File: config.mk
export PLATFORM = sky130hd
export DESIGN_NAME = core_s1
export DESIGN_NICKNAME = d
export VERILOG_FILES = /design/src/source/core_pkg.sv /design/src/source/core_s1_control.sv /design/src/source/core_s1_pc.sv /design/src/source/core_s1_fetch.sv /design/src/source/core_s1.sv
export SDC_FILE = /design/constraint.sdc
export NUM_CORES = 1
export LEC_CHECK = 0
export BUFFER_PORTS_ARGS = -buffer_cell sky130_fd_sc_hd__buf_2
export CAP_MARGIN = 20
export CORE_UTILIZATION = 45
export DETAILED_ROUTE_END_ITERATION = 8
export PLACE_DENSITY_LB_ADDON = 0.25
export SLEW_MARGIN = 5
export SYNTH_ARGS = -nofsm -noshare
export SYNTH_HDL_FRONTEND = slang
export SYNTH_SLANG_ARGS = --single-unit
File: constraint.sdc
create_clock -name clk -period 4.9 [get_ports clk]
set_input_delay 0.49 -clock clk [delete_from_list [all_inputs] [get_ports clk]]
set_output_delay 0.49 -clock clk [all_outputs]
set_load 0.05 [all_outputs]
File: src/source/core_pkg.sv
// ************************************************************
// Shared widths, reset pc, stage-1 FSM states and s1->s2 bundle
// Byte addressing, 32-bit words, no compressed instructions
// ************************************************************

package core_pkg;

    // Plain vector types with a meaning
    typedef logic [31:0] word_t;            // Instruction word
    typedef logic [31:0] addr_t;            // Byte address

    // Program counter constants
    localparam addr_t RESET_PC = 32'h0000_0100;  // First fetch after reset
    localparam addr_t PC_STEP  = 32'd4;          // One word per sequential fetch

    // Stage-1 control FSM states
    typedef enum logic [2:0] {
        INIT,                               // One cycle after reset
        HALT,                               // Sticky until reset
        FETCHING,                           // Normal flow, pc advances
        STALLED_ON_S2_NOEXCEPT,             // Stage 2 busy, clean bundle held
        STALLED_ON_S2_FETCHEXCEPT           // Stage 2 busy, faulting bundle held
    } s1_state_e;

    // Bundle from stage 1 to stage 2, 66 bits
    typedef struct packed {
        logic  valid;                       // Bundle may be taken by stage 2
        addr_t pc;                          // Address of instr
        word_t instr;                       // Zero when fetch_exception is set
        logic  fetch_exception;             // Access fault or misaligned pc
    } s1_to_s2_s;

endpackage : core_pkg

File: src/source/core_s1_control.sv
// ************************************************************
// Stage-1 control FSM, outputs decoded from state only
// halt_req wins over everything and HALT is left only by reset
// ************************************************************

`timescale 1ns/1ps

module core_s1_control (
    input  logic clk,
    input  logic rst_n,

    input  logic halt_req,                  // Exit request from later stages
    input  logic s2_busy,                   // Stage 2 cannot take a bundle now
    input  logic fetch_exception,           // Current bundle is faulting

    output logic s1_stall,                  // Freezes pc_ff
    output logic bypass_pc_for_fetch_addr,  // Fetch from next_pc instead of pc_ff
    output logic instr_valid,               // Bundle to stage 2 is valid
    output logic halted                     // Core has stopped
);

    core_pkg::s1_state_e state_ff;
    core_pkg::s1_state_e next_state;

    // State register
    always_ff @(posedge clk or negedge rst_n) begin
        if (!rst_n) begin
            state_ff <= core_pkg::INIT;     // Exactly one INIT cycle after reset
        end else begin
            state_ff <= next_state;
        end
    end

    // Next-state decode
    always_comb begin
        next_state = core_pkg::HALT;        // Illegal encodings end up here
        if (halt_req) begin
            next_state = core_pkg::HALT;    // Halt from any state
        end else begin
            case (state_ff)
                core_pkg::INIT: begin
                    next_state = core_pkg::FETCHING;  // First fetch already issued
                end
                core_pkg::HALT: begin
                    next_state = core_pkg::HALT;      // No way out but reset
                end
                core_pkg::FETCHING: begin
                    if (s2_busy) begin
                        next_state = fetch_exception ? core_pkg::STALLED_ON_S2_FETCHEXCEPT
                                                     : core_pkg::STALLED_ON_S2_NOEXCEPT;
                    end else begin
                        next_state = core_pkg::FETCHING;  // Keep streaming
                    end
                end
                core_pkg::STALLED_ON_S2_NOEXCEPT,
                core_pkg::STALLED_ON_S2_FETCHEXCEPT: begin
                    next_state = s2_busy ? state_ff : core_pkg::FETCHING;  // Wait for stage 2
                end
                default: begin
                    next_state = core_pkg::HALT;
                end
            endcase
        end
    end

    // Output decode from state_ff
    assign s1_stall                 = (state_ff != core_pkg::FETCHING);
    assign bypass_pc_for_fetch_addr = (state_ff == core_pkg::FETCHING);  // INIT fetches pc_ff
    assign instr_valid              = (state_ff == core_pkg::FETCHING)
                                   || (state_ff == core_pkg::STALLED_ON_S2_NOEXCEPT)
                                   || (state_ff == core_pkg::STALLED_ON_S2_FETCHEXCEPT);
    assign halted                   = (state_ff == core_pkg::HALT);

endmodule : core_s1_control

File: src/source/core_s1_pc.sv
// ************************************************************
// Program counter, steps by PC_STEP or takes a redirect target
// Redirect is only honoured while s1_stall is low
// ************************************************************

`timescale 1ns/1ps

module core_s1_pc (
    input  logic            clk,
    input  logic            rst_n,

    input  logic            s1_stall,         // Hold pc_ff
    input  logic            redirect,         // One-cycle strobe from stage 2
    input  core_pkg::addr_t redirect_target,  // May be misaligned

    output core_pkg::addr_t pc,               // Address of the presented bundle
    output core_pkg::addr_t next_pc           // Address fetched when bypassing
);

    core_pkg::addr_t pc_ff;
    core_pkg::addr_t seq_pc;

    // Sequential successor
    assign seq_pc = pc_ff + core_pkg::PC_STEP;  // Wraps at 4 GiB

    // Redirect has priority over stepping
    assign next_pc = redirect ? redirect_target : seq_pc;

    // PC register
    always_ff @(posedge clk or negedge rst_n) begin
        if (!rst_n) begin
            pc_ff <= core_pkg::RESET_PC;
        end else if (!s1_stall) begin
            pc_ff <= next_pc;               // Advance in FETCHING only
        end
    end

    assign pc = pc_ff;

endmodule : core_s1_pc

File: src/source/core_s1_fetch.sv
// ************************************************************
// Fetch address select, exception detect and s1->s2 bundle
// Memory data is assumed one cycle after its address
// ************************************************************

`timescale 1ns/1ps

module core_s1_fetch (
    input  logic                bypass_pc_for_fetch_addr,  // Use next_pc
    input  logic                instr_valid,               // From control FSM

    input  core_pkg::addr_t     pc,               // Address of the returning word
    input  core_pkg::addr_t     next_pc,          // Address to issue when streaming

    input  core_pkg::word_t     fetch_data,       // Memory read data
    input  logic                fetch_fault,      // Memory access fault

    output core_pkg::addr_t     fetch_addr,       // To instruction memory
    output logic                fetch_exception,  // Back to control FSM
    output core_pkg::s1_to_s2_s s1_to_s2          // Bundle for stage 2
);

    logic            misaligned;
    logic            exc_valid;
    core_pkg::word_t instr_masked;

    // Streaming issues the successor, otherwise refetch the held pc
    assign fetch_addr = bypass_pc_for_fetch_addr ? next_pc : pc;

    // Word alignment check on the bundle pc
    assign misaligned = (pc[1:0] != 2'b00);

    // Either source raises the exception
    assign fetch_exception = fetch_fault | misaligned;

    // Only a valid bundle reports the exception
    assign exc_valid = instr_valid & fetch_exception;

    // Faulting words never reach decode
    assign instr_masked = exc_valid ? '0 : fetch_data;

    // Bundle assembly
    always_comb begin
        s1_to_s2.valid           = instr_valid;
        s1_to_s2.pc              = pc;
        s1_to_s2.instr           = instr_masked;
        s1_to_s2.fetch_exception = exc_valid;
    end

endmodule : core_s1_fetch

File: src/source/core_s1.sv
// ************************************************************
// Stage 1 top. Synchronous instruction memory sits outside
// No handshake beyond s2_busy, redirect held by stage 2 while stalled
// ************************************************************

`timescale 1ns/1ps

module core_s1 (
    input  logic                clk,
    input  logic                rst_n,

    input  logic                halt_req,         // Stop fetching for good
    input  logic                s2_busy,          // Stage 2 back-pressure
    input  logic                redirect,         // Branch or jump taken in stage 2
    input  core_pkg::addr_t     redirect_target,  // New pc on redirect

    input  core_pkg::word_t     fetch_data,       // Memory data, one cycle late
    input  logic                fetch_fault,      // Memory fault, one cycle late

    output core_pkg::addr_t     fetch_addr,       // Memory read address
    output core_pkg::s1_to_s2_s s1_to_s2,         // Bundle to stage 2
    output logic                halted            // Core stopped
);

    logic            s1_stall;
    logic            bypass_pc_for_fetch_addr;
    logic            instr_valid;
    logic            fetch_exception;
    core_pkg::addr_t pc;
    core_pkg::addr_t next_pc;

    // Control FSM
    core_s1_control u_control (
        .clk                      (clk),
        .rst_n                    (rst_n),
        .halt_req                 (halt_req),
        .s2_busy                  (s2_busy),
        .fetch_exception          (fetch_exception),
        .s1_stall                 (s1_stall),
        .bypass_pc_for_fetch_addr (bypass_pc_for_fetch_addr),
        .instr_valid              (instr_valid),
        .halted                   (halted)
    );

    // Program counter
    core_s1_pc u_pc (
        .clk             (clk),
        .rst_n           (rst_n),
        .s1_stall        (s1_stall),
        .redirect        (redirect),
        .redirect_target (redirect_target),
        .pc              (pc),
        .next_pc         (next_pc)
    );

    // Fetch address, exception and bundle
    core_s1_fetch u_fetch (
        .bypass_pc_for_fetch_addr (bypass_pc_for_fetch_addr),
        .instr_valid              (instr_valid),
        .pc                       (pc),
        .next_pc                  (next_pc),
        .fetch_data               (fetch_data),
        .fetch_fault              (fetch_fault),
        .fetch_addr               (fetch_addr),
        .fetch_exception          (fetch_exception),
        .s1_to_s2                 (s1_to_s2)
    );

endmodule : core_s1

# --- Word-level counts from Yosys, hierarchy flattened ---
# Index checks and enable logic that the tools add are counted.
word_totals:
  reg_bits: 35
  in_bits: 70
  out_inout_bits: 99
  wordCells: 24
classes:
  n_addsub: 1
  n_eq_ne: 6
  muxes: 8
  bitwise: 2
  reduce_logical: 5
ops:
  columns: ["operator", "count"]
  rows:
  - ["two-way mux 32 bit", 3]
  - ["adder 32 x 3 -> 32 bit, second input constant", 1]
  - ["two-way mux 3 bit", 4]
  - ["one-hot mux 3 bit (3 select lines)", 1]
  - ["equality test 3 x 2 -> 1 bit, second input constant", 2]
  - ["equality test 3 x 1 -> 1 bit, second input constant", 1]
  - ["equality test 3 bit, second input constant", 1]
  - ["zero test 3 bit", 1]
  - ["inequality test 3 x 2 -> 1 bit, second input constant", 1]
  - ["inequality test 3 bit, second input constant", 1]
  - ["logical OR 1 bit", 2]
  - ["nonzero test 2 bit", 1]
  - ["OR reduction 2 bit", 1]
  - ["AND 1 bit", 1]
  - ["OR 1 bit", 1]

# --- Depth between registers and ports, before layout ---
# Gate-level depths: netlist of run 1.
depth:
  depth_word: 6
  mapped_depth: 6
  mapped_depth_nobuf: 6

# --- Hierarchy ---
# Synthesis of run 1 repeated with hierarchy kept, for this count alone.
unflattened:
  hier_cells: 452
  area_unflattened_um2: 3861.2
modules_own_cells:
  columns: ["mod", "n_inst", "cells_each", "area_per_inst_um2", "seq_area_each_um2"]
  rows:
  - ["core_s1_pc", 1, 322, 2735.1, 802.0]
  - ["core_s1_fetch", 1, 108, 934.6, 0.0]
  - ["core_s1_control", 1, 22, 191.4, 75.1]

# --- Least setup slack after synthesis of run 1 ---
# OpenSTA, ideal clock, no wires.
synth_path:
  kind: "flip-flop to output port"
  from: "reg u_pc.pc_ff[5], in the netlist u_pc.pc[5]"
  to: "out fetch_addr[17]"
  arrival_ps: 2864
  required_time_ps: 4410
  path_slack_ps: 1546
  path_stages_with_launch: 6
  n_path_buf: 0
  path_cell_list: "dfrtp_1 -> nand2_1 -> nor3_2 -> and3_1 -> a311oi_1 -> a311oi_1"
synth_via:
  elab_chain_cells: 3
synth_lines:
  columns: ["element", "line", "rtl"]
  rows:
  - ["start: declaration", "core_s1_pc.sv:20", "core_pkg::addr_t pc_ff;"]
  - ["start signal: assignment", "core_s1_pc.sv:32", "pc_ff <= core_pkg::RESET_PC;"]
  - ["start signal: assignment", "core_s1_pc.sv:34", "pc_ff <= next_pc;"]
  - ["adder 32 x 3 -> 32 bit", "core_s1_pc.sv:24", "assign seq_pc = pc_ff + core_pkg::PC_STEP;"]
  - ["two-way mux 32 bit", "core_s1_pc.sv:27", "assign next_pc = redirect ? redirect_target : seq_pc;"]
  - ["two-way mux 32 bit", "core_s1_fetch.sv:28", "assign fetch_addr = bypass_pc_for_fetch_addr ? next_pc : pc;"]
  - ["end: declaration", "core_s1.sv:20", "output core_pkg::addr_t fetch_addr,"]
# No other way between the ends.

# --- Worst setup path in the final report of run 1 ---
layout_path:
  from: "reg u_pc.pc_ff[2], in the netlist u_pc.pc[2]"
  to: "out fetch_addr[30]"
# Same word-level chain as after synthesis.

==> results of run 1 <==
[worst register-to-register path: cells and delay by family (launching register included)]
kind                   cells  cell delay (ns)
AND/OR/NAND/NOR            3             1.06
multiplexers               1             0.39
flip-flops                 1             0.45
buffers and inverters      1             0.34
[stage by stage]
step / setup WS [ns] / std cells / hold WS (ns)
CTS: 1.680 / 532 / 0.3284
global placement: 1.764 / 524 / 0.5455
finish: 1.670 / 532 / 0.2833
floorplan: 1.546 / 303 / 0.1944
global route: 1.490 / 532 / 0.3545
detailed placement: 1.752 / 524 / 0.5507
[path summary, 6_finish.rpt]
check                      slack [ns]                    end             startpoint  depth (start not counted)
setup / recovery                 1.67         fetch_addr[30]             u_pc.pc[2]                          7
hold / removal                   0.28  u_control.state_ff[2]                  rst_n                          1
setup reg to reg                 2.54             u_pc.pc[0]  u_control.state_ff[2]                          5
hold reg to reg                  0.56             u_pc.pc[8]             u_pc.pc[8]                          2
max in group asynchronous        4.10  u_control.state_ff[0]                  rst_n                          1
min in group clk                 0.39  u_control.state_ff[2]               halt_req                          2
[cells in the final DEF (no fill, tap or decap), drive strengths merged, types with 2 or more instances in the layout]
master / instances
a21oi: 26
o211ai: 2
o21ai: 28
a211oi: 2
nor3: 12
nor2: 22
nand2: 23
nand3: 12
or4: 2
dfrtp: 34
a32oi: 2
o22ai: 7
nor4: 3
clkbuf: 7
or3: 3
inv: 4
o21a: 2
nand4: 14
nand2b: 4
o31ai: 2
and3: 11
mux2: 3
mux2i: 9
buf: 170
a22oi: 3
a311oi: 2
and2: 32
and4: 4
nor2b: 2
[per-layer routing]
metal | track usage | share of wire | up-vias
met1 | 0.3199 | 0.42 | 1360
li1 | - | - | 1443
met5 | 0 | 0 | -
met4 | 0.08077 | 0.016 | 0
met3 | 0.05269 | 0.062 | 10
met2 | 0.4527 | 0.50 | 115
[where the power goes]
part / leakage [nW] / switching (W) / total (W) / internal [W]
clock network: 0.0422 / 0.000100 / 0.000200 / 0.0000998
registers: 0.423 / 0.0000194 / 0.000320 / 0.000300
logic: 1.26 / 0.000196 / 0.000266 / 0.0000705
total: 1.72 / 0.000315 / 0.000786 / 0.000471
[kinds of logic (layout without fill, tap and decap cells)]
logic type,Yosys count,in the layout,synth area share
and+or+nand+nor,148,148,0.3482
adders and majority gates,1,1,0.005068
DFF,35,35,0.3553
muxes,12,12,0.05018
AOI/OAI and AO/OA,84,84,0.2022
buffers and inverters,23,182,0.03902
[final cells by class]
cell class	count	share of cell area
inverters	4	0.004391
clock buffers	7	0.02232
multi-input cells	245	0.4394
repair buffers	170	0.2503
clock inverters	1	0.001464
well taps	70	0.02561
flip-flops and latches	35	0.2565
[synthesized netlist by cell type, types with 2 or more instances]
library cell  count  area share
o21a_1            2      0.0061
a311oi_1          2      0.0071
nor2b_1           2      0.0051
clkbuf_1         14       0.021
and2_1           32       0.081
buf_2             2      0.0041
a22oi_1           3      0.0091
buf_4             2      0.0061
dfrtp_1          34        0.34
o22ai_1           7       0.018
inv_1             4      0.0061
or3_1             3      0.0076
o21ai_1           6       0.012
nand2_1          23       0.035
a32oi_1           2      0.0071
nor3_1            9       0.018
a21oi_1          26       0.053
mux2_2            3       0.014
nand4_1          12       0.030
a211oi_1          2      0.0061
mux2i_1           9       0.036
and4_1            3       0.011
or4_1             2      0.0061
o31ai_1           2      0.0061
nor4_1            3      0.0076
o21ai_0          22       0.045
and3_1           10       0.025
o211ai_1          2      0.0061
nor2_1           22       0.033
nand3_1          11       0.022
nor3_4            2       0.013
nand2b_1          4       0.010
[sequential cells by signal, indices dropped and copies added, names as in the netlist]
| name | count |
|---|---|
| u_pc.pc | 32 |
| u_control.state_ff | 3 |
==> metrics, run 1 <==
worst-path cell chain=ha_1, nand4_4, nor3_4, nand4_1, or4_1, nand3_1, buf_2; number of buffers created by CTS=5; Die Width=76.07 um; Rows=26; FMAX=roughly 310 MHz; Peak supply drop=0.1670 mV; Final Cycle Share=0.6592; setup TNS=0 ns; worst slew pin tran=1.034 ns; DRT Pass-1 Iters=4; Nets=532; Remaining DRCs=0; CP endpoint kind=output port; number of enable flip-flop cells after synthesis=0; Syn Nets=roughly 370; vias=2928; Antenna Nets Post-Route=0; initial antenna violation count=0; Util after Layout=0.6570; clk buf depth=2; Slew Viols, Final=0; outcome=completed; Top Family by Delay on Critical Path=simple AND/OR/NAND/NOR gates; clk slew on worst S/H paths=around 0.070 ns; Die Y-Extent=76.07 um; IO Pins=around 170; pin count of the biggest net entering global routing=52; mapped cell area=2469 sq um; critical path arrival=around 2.7 ns; Setup CP Type=flop to output port; Initial Utilization=0.4743; CP peak stage delay=slightly below 0.5 ns; cts repair resizes=0; design area=3420 sq um; CTS H-tree lvls=2; Final min period=3.230 ns; clock root buffer=clkbuf_8; clk sinks=35; setup violators final=0; # fillers=464; Slowest-stage cell, CP=or4_1; die area=between 5000 and 6000 sq um; sequential fraction of the synthesis area=0.3553; Max Fanout on Critical Path=10; GRT overflow=0; Max-slew headroom=0.3108; HP Class=input port to asynchronous set/reset pin; first-pass GRT wire length=between 10000 and 15000 um; First DRT Iteration DRCs=173; vias in the first global route=2596; Via-to-Cell Ratio=5.504; GPL Wtd Cong=0.8235; RSZ-0062 raised after global routing=false; Post-DP Area=3338 sq um; Clock Skew=0.004160 ns; Routed WL=7689 um; Buf+Inv Stages, Crit Path=1; leakage power=between 1.5 and 2 nW; P&R area growth vs syn=38.52%; Clk Latency, worst-skew pair=0.28 ns; ys async rst share=1.000; Synth Instances=303; Post-CTS Setup Inserts=0; Top FF cell, synth=dfrtp_1; Worst Path Required=4.41 ns; max cap viols=0; Cell variety after synth=53; Power, Total=0.0007858 W; area of the multi-input gates=1503 sq um; TritonCTS clock tree=yes; routed length per instance=14.45 um; syn avg cell area=8.147 sq um; dpl hpwl=5758 um; register bit count reported by yosys=35; Core ar.=about 5200 sq um; Pwr Density=229.8 nW/um^2; antenna cell count=0; Yosys warning total=0; share of cells above drive strength 1=0.4177; register area=877.1 sq um; startpoint types=flop; Fin. Hold Viols=0; number of port buffers=168; Total GRT Usage=0.2589; CTS Hold Buffers Added=0
(Power assumes the default switching activity.)
==> inputs of run 2 (changes only) <==
--- a/config.mk
+++ b/config.mk
@@ -5,9 +5,10 @@
 export SDC_FILE = /design/constraint.sdc
 export NUM_CORES = 1
 export LEC_CHECK = 0
+export ABC_AREA = 1
 export BUFFER_PORTS_ARGS = -buffer_cell sky130_fd_sc_hd__buf_2
 export CAP_MARGIN = 20
-export CORE_UTILIZATION = 45
+export CORE_UTILIZATION = 40
 export DETAILED_ROUTE_END_ITERATION = 8
 export PLACE_DENSITY_LB_ADDON = 0.25
 export SLEW_MARGIN = 5
==> constraint.sdc (replaced) <==
create_clock -name clk -period 2.6 [get_ports clk]
set_input_delay 0.26 -clock clk [delete_from_list [all_inputs] [get_ports clk]]
set_output_delay 0.26 -clock clk [all_outputs]
set_load 0.05 [all_outputs]
==> run 2 against run 1 <==
First-iteration DRC count down 4.6%. Critical path type unchanged. Hold slack worse by 0.23 ns. Final cell count up 35%.
==> metrics, run 2 <==
outcome=completed (unchanged); leading cell type in the layout, fill and taps excluded=buf_2 (unchanged); Fin. Hold Viols=0 (unchanged); Setup CP Type=flop to output port (unchanged); Synth Area in XOR/XNOR=0.009255 (was 0); Initial Utilization=0.4156 (was 0.4743); Total GRT Usage=0.2371 (was 0.2589); Worst Path Required=2.34 ns (was 4.41 ns); Antenna Nets Post-Route=0 (unchanged); Yosys warning total=0 (unchanged); critical path arrival=2.12 ns (was 2.74 ns); Clk Latency, worst-skew pair=0.29 ns (was 0.28 ns); mux contribution to synthesized area=0 (was 0.05018); Routed WL=8792 um (was 7689 um); reg2reg end=u_pc.pc[25] (was u_pc.pc[0]); worst reg2reg setup slack=0.95 ns (was 2.54 ns); Top FF cell, synth=dfrtp_1 (unchanged); GRT overflow=0 (unchanged); Post-synth top cells=165 x nand2_1, 60 x inv_1, 54 x nor2_1, 34 x dfrtp_1, 33 x nand3_1 (was 34 x dfrtp_1, 32 x and2_1, 26 x a21oi_1, 23 x nand2_1); Remaining DRCs=0 (unchanged); HP Class=input port to asynchronous set/reset pin (unchanged); number of buffers created by CTS=5 (unchanged); proportion of netlist area held by the largest area contributor=0.2997 (was 0.3447); Clk pwr share=0.342 (was 0.254); post-synth top area cell=dfrtp_1 (unchanged); Die Width=86.25 um (was 76.07 um); max cap viols=0 (unchanged); CP peak stage delay=0.40 ns (was 0.49 ns); dominant cells by area after synthesis=dfrtp_1 30%, nand2_1 22%, inv_1 7.9% (was dfrtp_1 34%, and2_1 8.1%, a21oi_1 5.3%); clk sinks=35 (unchanged); Gate power share=0.193 (was 0.339); Power, Total=0.001169 W (was 0.0007858 W); routed length per instance=12.23 um (was 14.45 um); Pint=0.0008052 W (was 0.0004706 W); number of port buffers=168 (unchanged); CTS H-tree lvls=2 (unchanged); TritonCTS clock tree=yes (unchanged); First DRT Iteration DRCs=165 (was 173); RSZ-0062 raised after global routing=false (unchanged); Slowest-stage cell, CP=dfrtp_1 (was or4_1); register bit count reported by yosys=35 (unchanged); Cell variety after synth=34 (was 53); largest family of logic cells by synthesized area=simple AND/OR/NAND/NOR gates (unchanged); Final Cycle Share=0.9171; worst-path cell chain=inv_1, nand2_2, nor2_4, nand2_1, inv_2, nor2_1, a21oi_1, buf_2 (was ha_1, nand4_4, nor3_4, nand4_1, or4_1, nand3_1, buf_2); pin count of the biggest net entering global routing=36 (was 52); Max Fanout on Critical Path=14 (was 10); clk slew on worst S/H paths=0.07 ns (about the same); most common cell in the synthesized netlist=nand2_1 (was dfrtp_1); dpl hpwl=6845 um (was 5758 um); cts repair resizes=0 (unchanged); leakage power=2.264 nW (was 1.722 nW); DRT Pass-1 Iters=4 (unchanged); Post-CTS Setup Inserts=0 (unchanged); setup violators final=0 (unchanged); FMAX=between 400 and 500 MHz; Max-slew headroom=0.4523 (was 0.3108); ys async rst share=1.000 (unchanged); share of cells above drive strength 1=0.3633 (was 0.4177); Synth Instances=456 (was 303); P&R area growth vs syn=34.60% (was 38.52%); register share of total power=0.465 (was 0.407); Clock Skew=0.003606 ns (was 0.004160 ns); max reg flops=32 (unchanged); Peak supply drop=0.2172 mV (was 0.1670 mV); vias in the first global route=3011 (was 2596); CTS Hold Buffers Added=0 (unchanged); r2r startpoint=u_pc.pc[8] (was u_control.state_ff[2]); Final min period=2.384 ns; Slew Viols, Final=0 (unchanged); initial antenna violation count=1 (was 0); die area=7438 sq um (was 5786 sq um); Nets=692 (was 532); first-pass GRT wire length=13830 um (was 12350 um); Syn Nets=527 (was 374); clk buf depth=2 (unchanged); Via-to-Cell Ratio=4.747 (was 5.504); switch share=0.3110 (was 0.4011); CP endpoint kind=output port (unchanged); Compound-Gate Fraction of Synth Area=0.07140 (was 0.2022); GPL Wtd Cong=0.8736 (was 0.8235); IO Pins=169 (unchanged); area share of fa/ha/maj cells after synthesis=0.004407 (was 0.005068); Worst R2R Path Depth=9 (was 5); syn avg cell area=6.226 sq um (was 8.147 sq um); number of enable flip-flop cells after synthesis=0 (unchanged); Die Y-Extent=86.25 um (was 76.07 um); simple-gate share of the synthesized area=0.4799 (was 0.3482); most frequent cells in the layout=168 x buf_2, 165 x nand2_1, 60 x inv_1 (was 168 x buf_2, 34 x dfrtp_1, 32 x and2_1); mapped cell area=2839 sq um (was 2469 sq um); Core ar.=6832 sq um (was 5205 sq um); Pwr Density=305.9 nW/um^2 (was 229.8 nW/um^2); vias=3413 (was 2928); sequential fraction of the synthesis area=0.3089 (was 0.3553); Rows=30 (was 26); Switch Pwr=0.0003635 W (was 0.0003152 W); setup TNS=0 ns (unchanged); startpoint types=flop (unchanged); clock root buffer=clkbuf_8 (unchanged); worst slew pin tran=0.8215 ns (was 1.034 ns)
-- run 2: changes by cell type in the layout (fill, tap and decap cells not counted), sizes merged, moves of 21 or more --
cell / delta
inv: +59
and2: -30
nand2: +144
nor2: +70
nand3: +21
-- run 2: critical path, delay by kind of cell (launching register included) --
family,cells,cell delay [ns]
compound gates,1,0.24
flops,1,0.40
simple gates,4,0.58
buf+inv,3,0.61
-- run 2: cells by family after synthesis --
group           count (synthesis)
xor+xnor                        3
buf+inv                        79
simple gates                  305
flops                          35
fa+ha+maj                       1
compound gates                 33
-- run 2: worst max path at each step --
| stage | startpoint | to | slack (ns) | depth (start not counted) |
|---|---|---|---|---|
| final | u_control.state_ff[2] | fetch_addr[17] | 0.22 | 8 |
| after global routing | u_pc.pc[2] | fetch_addr[28] | 0.04 | 10 |
| after CTS | u_control.state_ff[2] | fetch_addr[17] | 0.25 | 8 |
| after detailed placement | u_control.state_ff[2] | fetch_addr[17] | 0.56 | 8 |
| after global placement | u_pc.pc[2] | fetch_addr[28] | 0.59 | 10 |
| after floorplan | u_pc.pc[2] | fetch_addr[4] | 0.0007 | 4 |
-- run 2: power groups by stage --
stage / logic (W) / registers [W] / clock network, W
floorplan: 0.000136 / 0.000555 / 0
global placement: 0.000226 / 0.000555 / 0
detailed placement: 0.000227 / 0.000555 / 0
CTS: 0.000228 / 0.000544 / 0.000400
global route: 0.000242 / 0.000544 / 0.000424
finish: 0.000225 / 0.000544 / 0.000400
-- run 2: metal layers --
| layer | share of wire | GRT usage | routed length (um) | up-vias |
|---|---|---|---|---|
| li1 | - | - | - | 1733 |
| met1 | 0.44 | 0.2963 | 3877 | 1527 |
| met2 | 0.48 | 0.4149 | 4190 | 142 |
| met3 | 0.071 | 0.04381 | 620 | 11 |
| met4 | 0.012 | 0.07273 | 104 | 0 |
| met5 | 0 | 0 | 0 | - |
-- run 2: cell type report --
class	count	area [sq um]
clock inverters	1	5.005
diodes	1	2.502
fillers	704	3010
well taps	96	120.1
inverters	63	236.5
multi-input cells	342	1605
flip-flops and latches	35	877.1
repair buffers	174	898.4
clock buffers	7	76.32
-- run 2: through the flow --
| step | worst slack (ns) | hold WS [ns] | util | instances | instance area [sq um] |
|---|---|---|---|---|---|
| global placement | 0.5938 | 0.3830 | 0.5471 | 710 | 3737 |
| detailed placement | 0.5634 | 0.4038 | 0.5471 | 710 | 3737 |
| finish | 0.2156 | 0.05652 | 0.5593 | 719 | 3821 |
| CTS | 0.2461 | 0.09705 | 0.5590 | 718 | 3819 |
| global route | 0.03919 | 0.1263 | 0.5593 | 719 | 3821 |
| floorplan | 0.0006681 | -0.03559 | - | 456 | 2839 |
==> inputs of run 3 (changes only) <==
--- a/config.mk
+++ b/config.mk
@@ -11,6 +11,7 @@
 export CORE_UTILIZATION = 40
 export DETAILED_ROUTE_END_ITERATION = 8
 export PLACE_DENSITY_LB_ADDON = 0.25
+export RECOVER_POWER = 100
 export SLEW_MARGIN = 5
 export SYNTH_ARGS = -nofsm -noshare
 export SYNTH_HDL_FRONTEND = slang
==> run 3 against run 2 <==
Register-to-register slack worse by 0.09 ns. Non-clock buffer count is the same. Clock power about the same. Critical path depth down 2. Via count increased by 0.32%. The flow now finishes with violations (max-capacitance violations, max-slew violations). Final cell count is the same.
==> metrics, run 3 (synthesized netlist as in run 2, its figures left out) <==
outcome=finished with violations (was completed); failing checks=max-capacitance violations, max-slew violations; share of cells above drive strength 1=0.3023 (was 0.3633); Worst Setup SP=u_control.state_ff[0] (was u_control.state_ff[2]); Power, Total=0.001167 W (was 0.001169 W); routed length per instance=12.25 um (was 12.23 um); CTS H-tree lvls=2 (unchanged); leakage power=2.212 nW (was 2.264 nW); Clk Latency, worst-skew pair=0.29 ns (about the same); CTS Hold Buffers Added=0 (unchanged); first-pass GRT wire length=13830 um (unchanged); Total GRT Usage=0.2371 (unchanged); Pint=0.0008039 W (was 0.0008052 W); Slowest-stage cell, CP=clkbuf_4 (was dfrtp_1); Antenna Nets Post-Route=0 (unchanged); Max-slew headroom=-0.3176 (was 0.4523); area of the multi-input gates=1598 sq um (was 1605 sq um); IO Pins=169 (unchanged); Nets=692 (unchanged); setup violators final=0 (unchanged); Remaining DRCs=0 (unchanged); GRT overflow=0 (unchanged); Via-to-Cell Ratio=4.762 (was 4.747); Post-CTS Setup Inserts=0 (unchanged); clk sinks=35 (unchanged); number of buffers created by CTS=5 (unchanged); Core ar.=6832 sq um (unchanged); Peak supply drop=0.2164 mV (was 0.2172 mV); worst-path cell chain=nor2_1, nand2_1, nand2_1, and2_2, clkbuf_4, clkbuf_2 (was inv_1, nand2_2, nor2_4, nand2_1, inv_2, nor2_1, a21oi_1, buf_2); Clock Skew=0.004181 ns (was 0.003606 ns); switch share=0.3109 (was 0.3110); pin count of the biggest net entering global routing=36 (unchanged); startpoint types=flop (unchanged); First DRT Iteration DRCs=150 (was 165); CP peak stage delay=0.53 ns (was 0.40 ns); GRT busiest layer=met2 (unchanged); leading cell type in the layout, fill and taps excluded=nand2_1 (was buf_2); Buf+Inv Stages, Crit Path=2 (was 3); Rows=30 (unchanged); Slew Viols, Final=36 (was 0); Final Cycle Share=0.9441 (was 0.9171); Pwr Density=310.5 nW/um^2 (was 305.9 nW/um^2); vias in the first global route=3011 (unchanged); Top Family by Delay on Critical Path=buffers and inverters (unchanged); cts repair resizes=0 (unchanged); Initial Utilization=0.4156 (unchanged); met2 Track Usage GR=0.4149 (unchanged); HP Class=input port to flop (was input port to asynchronous set/reset pin); initial antenna violation count=1 (unchanged); Gate power share=0.192 (was 0.193); dpl hpwl=6845 um (unchanged); clk slew on worst S/H paths=0.07 ns (about the same); critical path arrival=2.19 ns (was 2.12 ns); TritonCTS clock tree=yes (unchanged); GPL Wtd Cong=0.8736 (unchanged); vias=3424 (was 3413); P&R area growth vs syn=32.35% (was 34.60%); Die Y-Extent=86.25 um (unchanged); Switch Pwr=0.0003626 W (was 0.0003635 W); FMAX=407.4 MHz (was 419.4 MHz); # fillers=724 (was 704); Setup WS pre-CTS=0.5634 ns (unchanged); die area=7438 sq um (unchanged); Routed WL=8805 um (was 8792 um); Max Fanout on Critical Path=33 (was 14); Worst Path Required=2.34 ns (about the same); Clk pwr share=0.341 (was 0.342); register area=877.1 sq um (unchanged); clock root buffer=clkbuf_8 (unchanged); GR Layer Usage met1=0.2963 (unchanged); max cap viols=1 (was 0); Util after Layout=0.5500 (was 0.5593); Die Width=86.25 um (unchanged); grt met3 use=0.04381 (unchanged); register share of total power=0.466 (was 0.465); worst slew pin tran=1.976 ns (was 0.8215 ns); max reg flops=32 (unchanged); Final min period=2.455 ns (was 2.384 ns); most frequent cells in the layout=166 x nand2_1, 74 x buf_2, 60 x inv_1 (was 168 x buf_2, 165 x nand2_1, 60 x inv_1); r2r startpoint=u_pc.pc[8] (unchanged); min-delay src=redirect_target[1]; Setup CP Type=flop to output port (unchanged); Fin. Hold Viols=0 (unchanged); min setup slack post-route=0.1453 ns (was 0.2156 ns); DRT Pass-1 Iters=4 (unchanged); setup TNS=0 ns (unchanged); clk buf depth=2 (unchanged); most frequent cell on the critical path=nand2_1; CP endpoint kind=output port (unchanged); RSZ-0062 raised after global routing=false (unchanged); number of port buffers=168 (unchanged)
[run 3: changes by cell type in the layout (fill, tap and decap cells not counted), sizes merged]
cell,delta
buf,-95
clkbuf,+95
[run 3: worst reg2reg max path, cell delays in order (launching register included)]
cell     delay, ns
dfstp_2       0.56
nand2_1       0.09
nor2_1        0.10
nand2_1       0.16
nor2_1        0.34
nand2_1       0.09
nand2_1       0.07
nand3_1       0.08
nand2_1       0.08
nand2_1       0.05
[run 3: path summary, 6_finish.rpt]
check                           cells after the start  slack (ns)     endpoint
worst min register to register                      2        0.54   u_pc.pc[1]
worst max-delay path                                6        0.15  s1_to_s2[0]
max in group asynchronous                           1        0.95  u_pc.pc[18]
worst max register to register                      9        0.86  u_pc.pc[25]
min in group asynchronous                           1        0.50  u_pc.pc[21]
worst min-delay path                                3        0.19   u_pc.pc[1]
[run 3: area by class of cell]
| type | instances | share of cell area |
|---|---|---|
| sequential | 35 | 0.2334 |
| timing repair buffer | 174 | 0.2241 |
| inverter | 63 | 0.06294 |
| antenna | 1 | 0.0006660 |
| clock inverter | 1 | 0.001332 |
| clock buffer | 7 | 0.02031 |
| multi-input combinational | 342 | 0.4252 |
| tap | 96 | 0.03197 |
[run 3: routing by layer]
metal | part of all wire | routed length, um | vias to the layer above
met2 | 0.48 | 4222 | 148
met3 | 0.076 | 667 | 6
met5 | 0 | 0 | -
met4 | 0.0094 | 83 | 0
met1 | 0.44 | 3832 | 1537
li1 | - | - | 1733
[run 3: power groups by stage]
stage	combinational [W]	sequential, W	clock, W
2_1_floorplan	0.000136	0.000555	0
6_report	0.000224	0.000544	0.000398
4_1_cts	0.000228	0.000544	0.000400
3_5_place_dp	0.000227	0.000555	0
5_1_grt	0.000241	0.000544	0.000424
3_3_place_gp	0.000226	0.000555	0
[run 3: metrics by stage]
step	hold WS (ns)	cell area [sq um]	std cells
after CTS	0.09705	3819	718
final	0.1872	3757	719
after floorplan	-0.03559	2839	456
after global routing	0.1931	3757	719
after detailed placement	0.4038	3737	710
after global placement	0.3830	3737	710
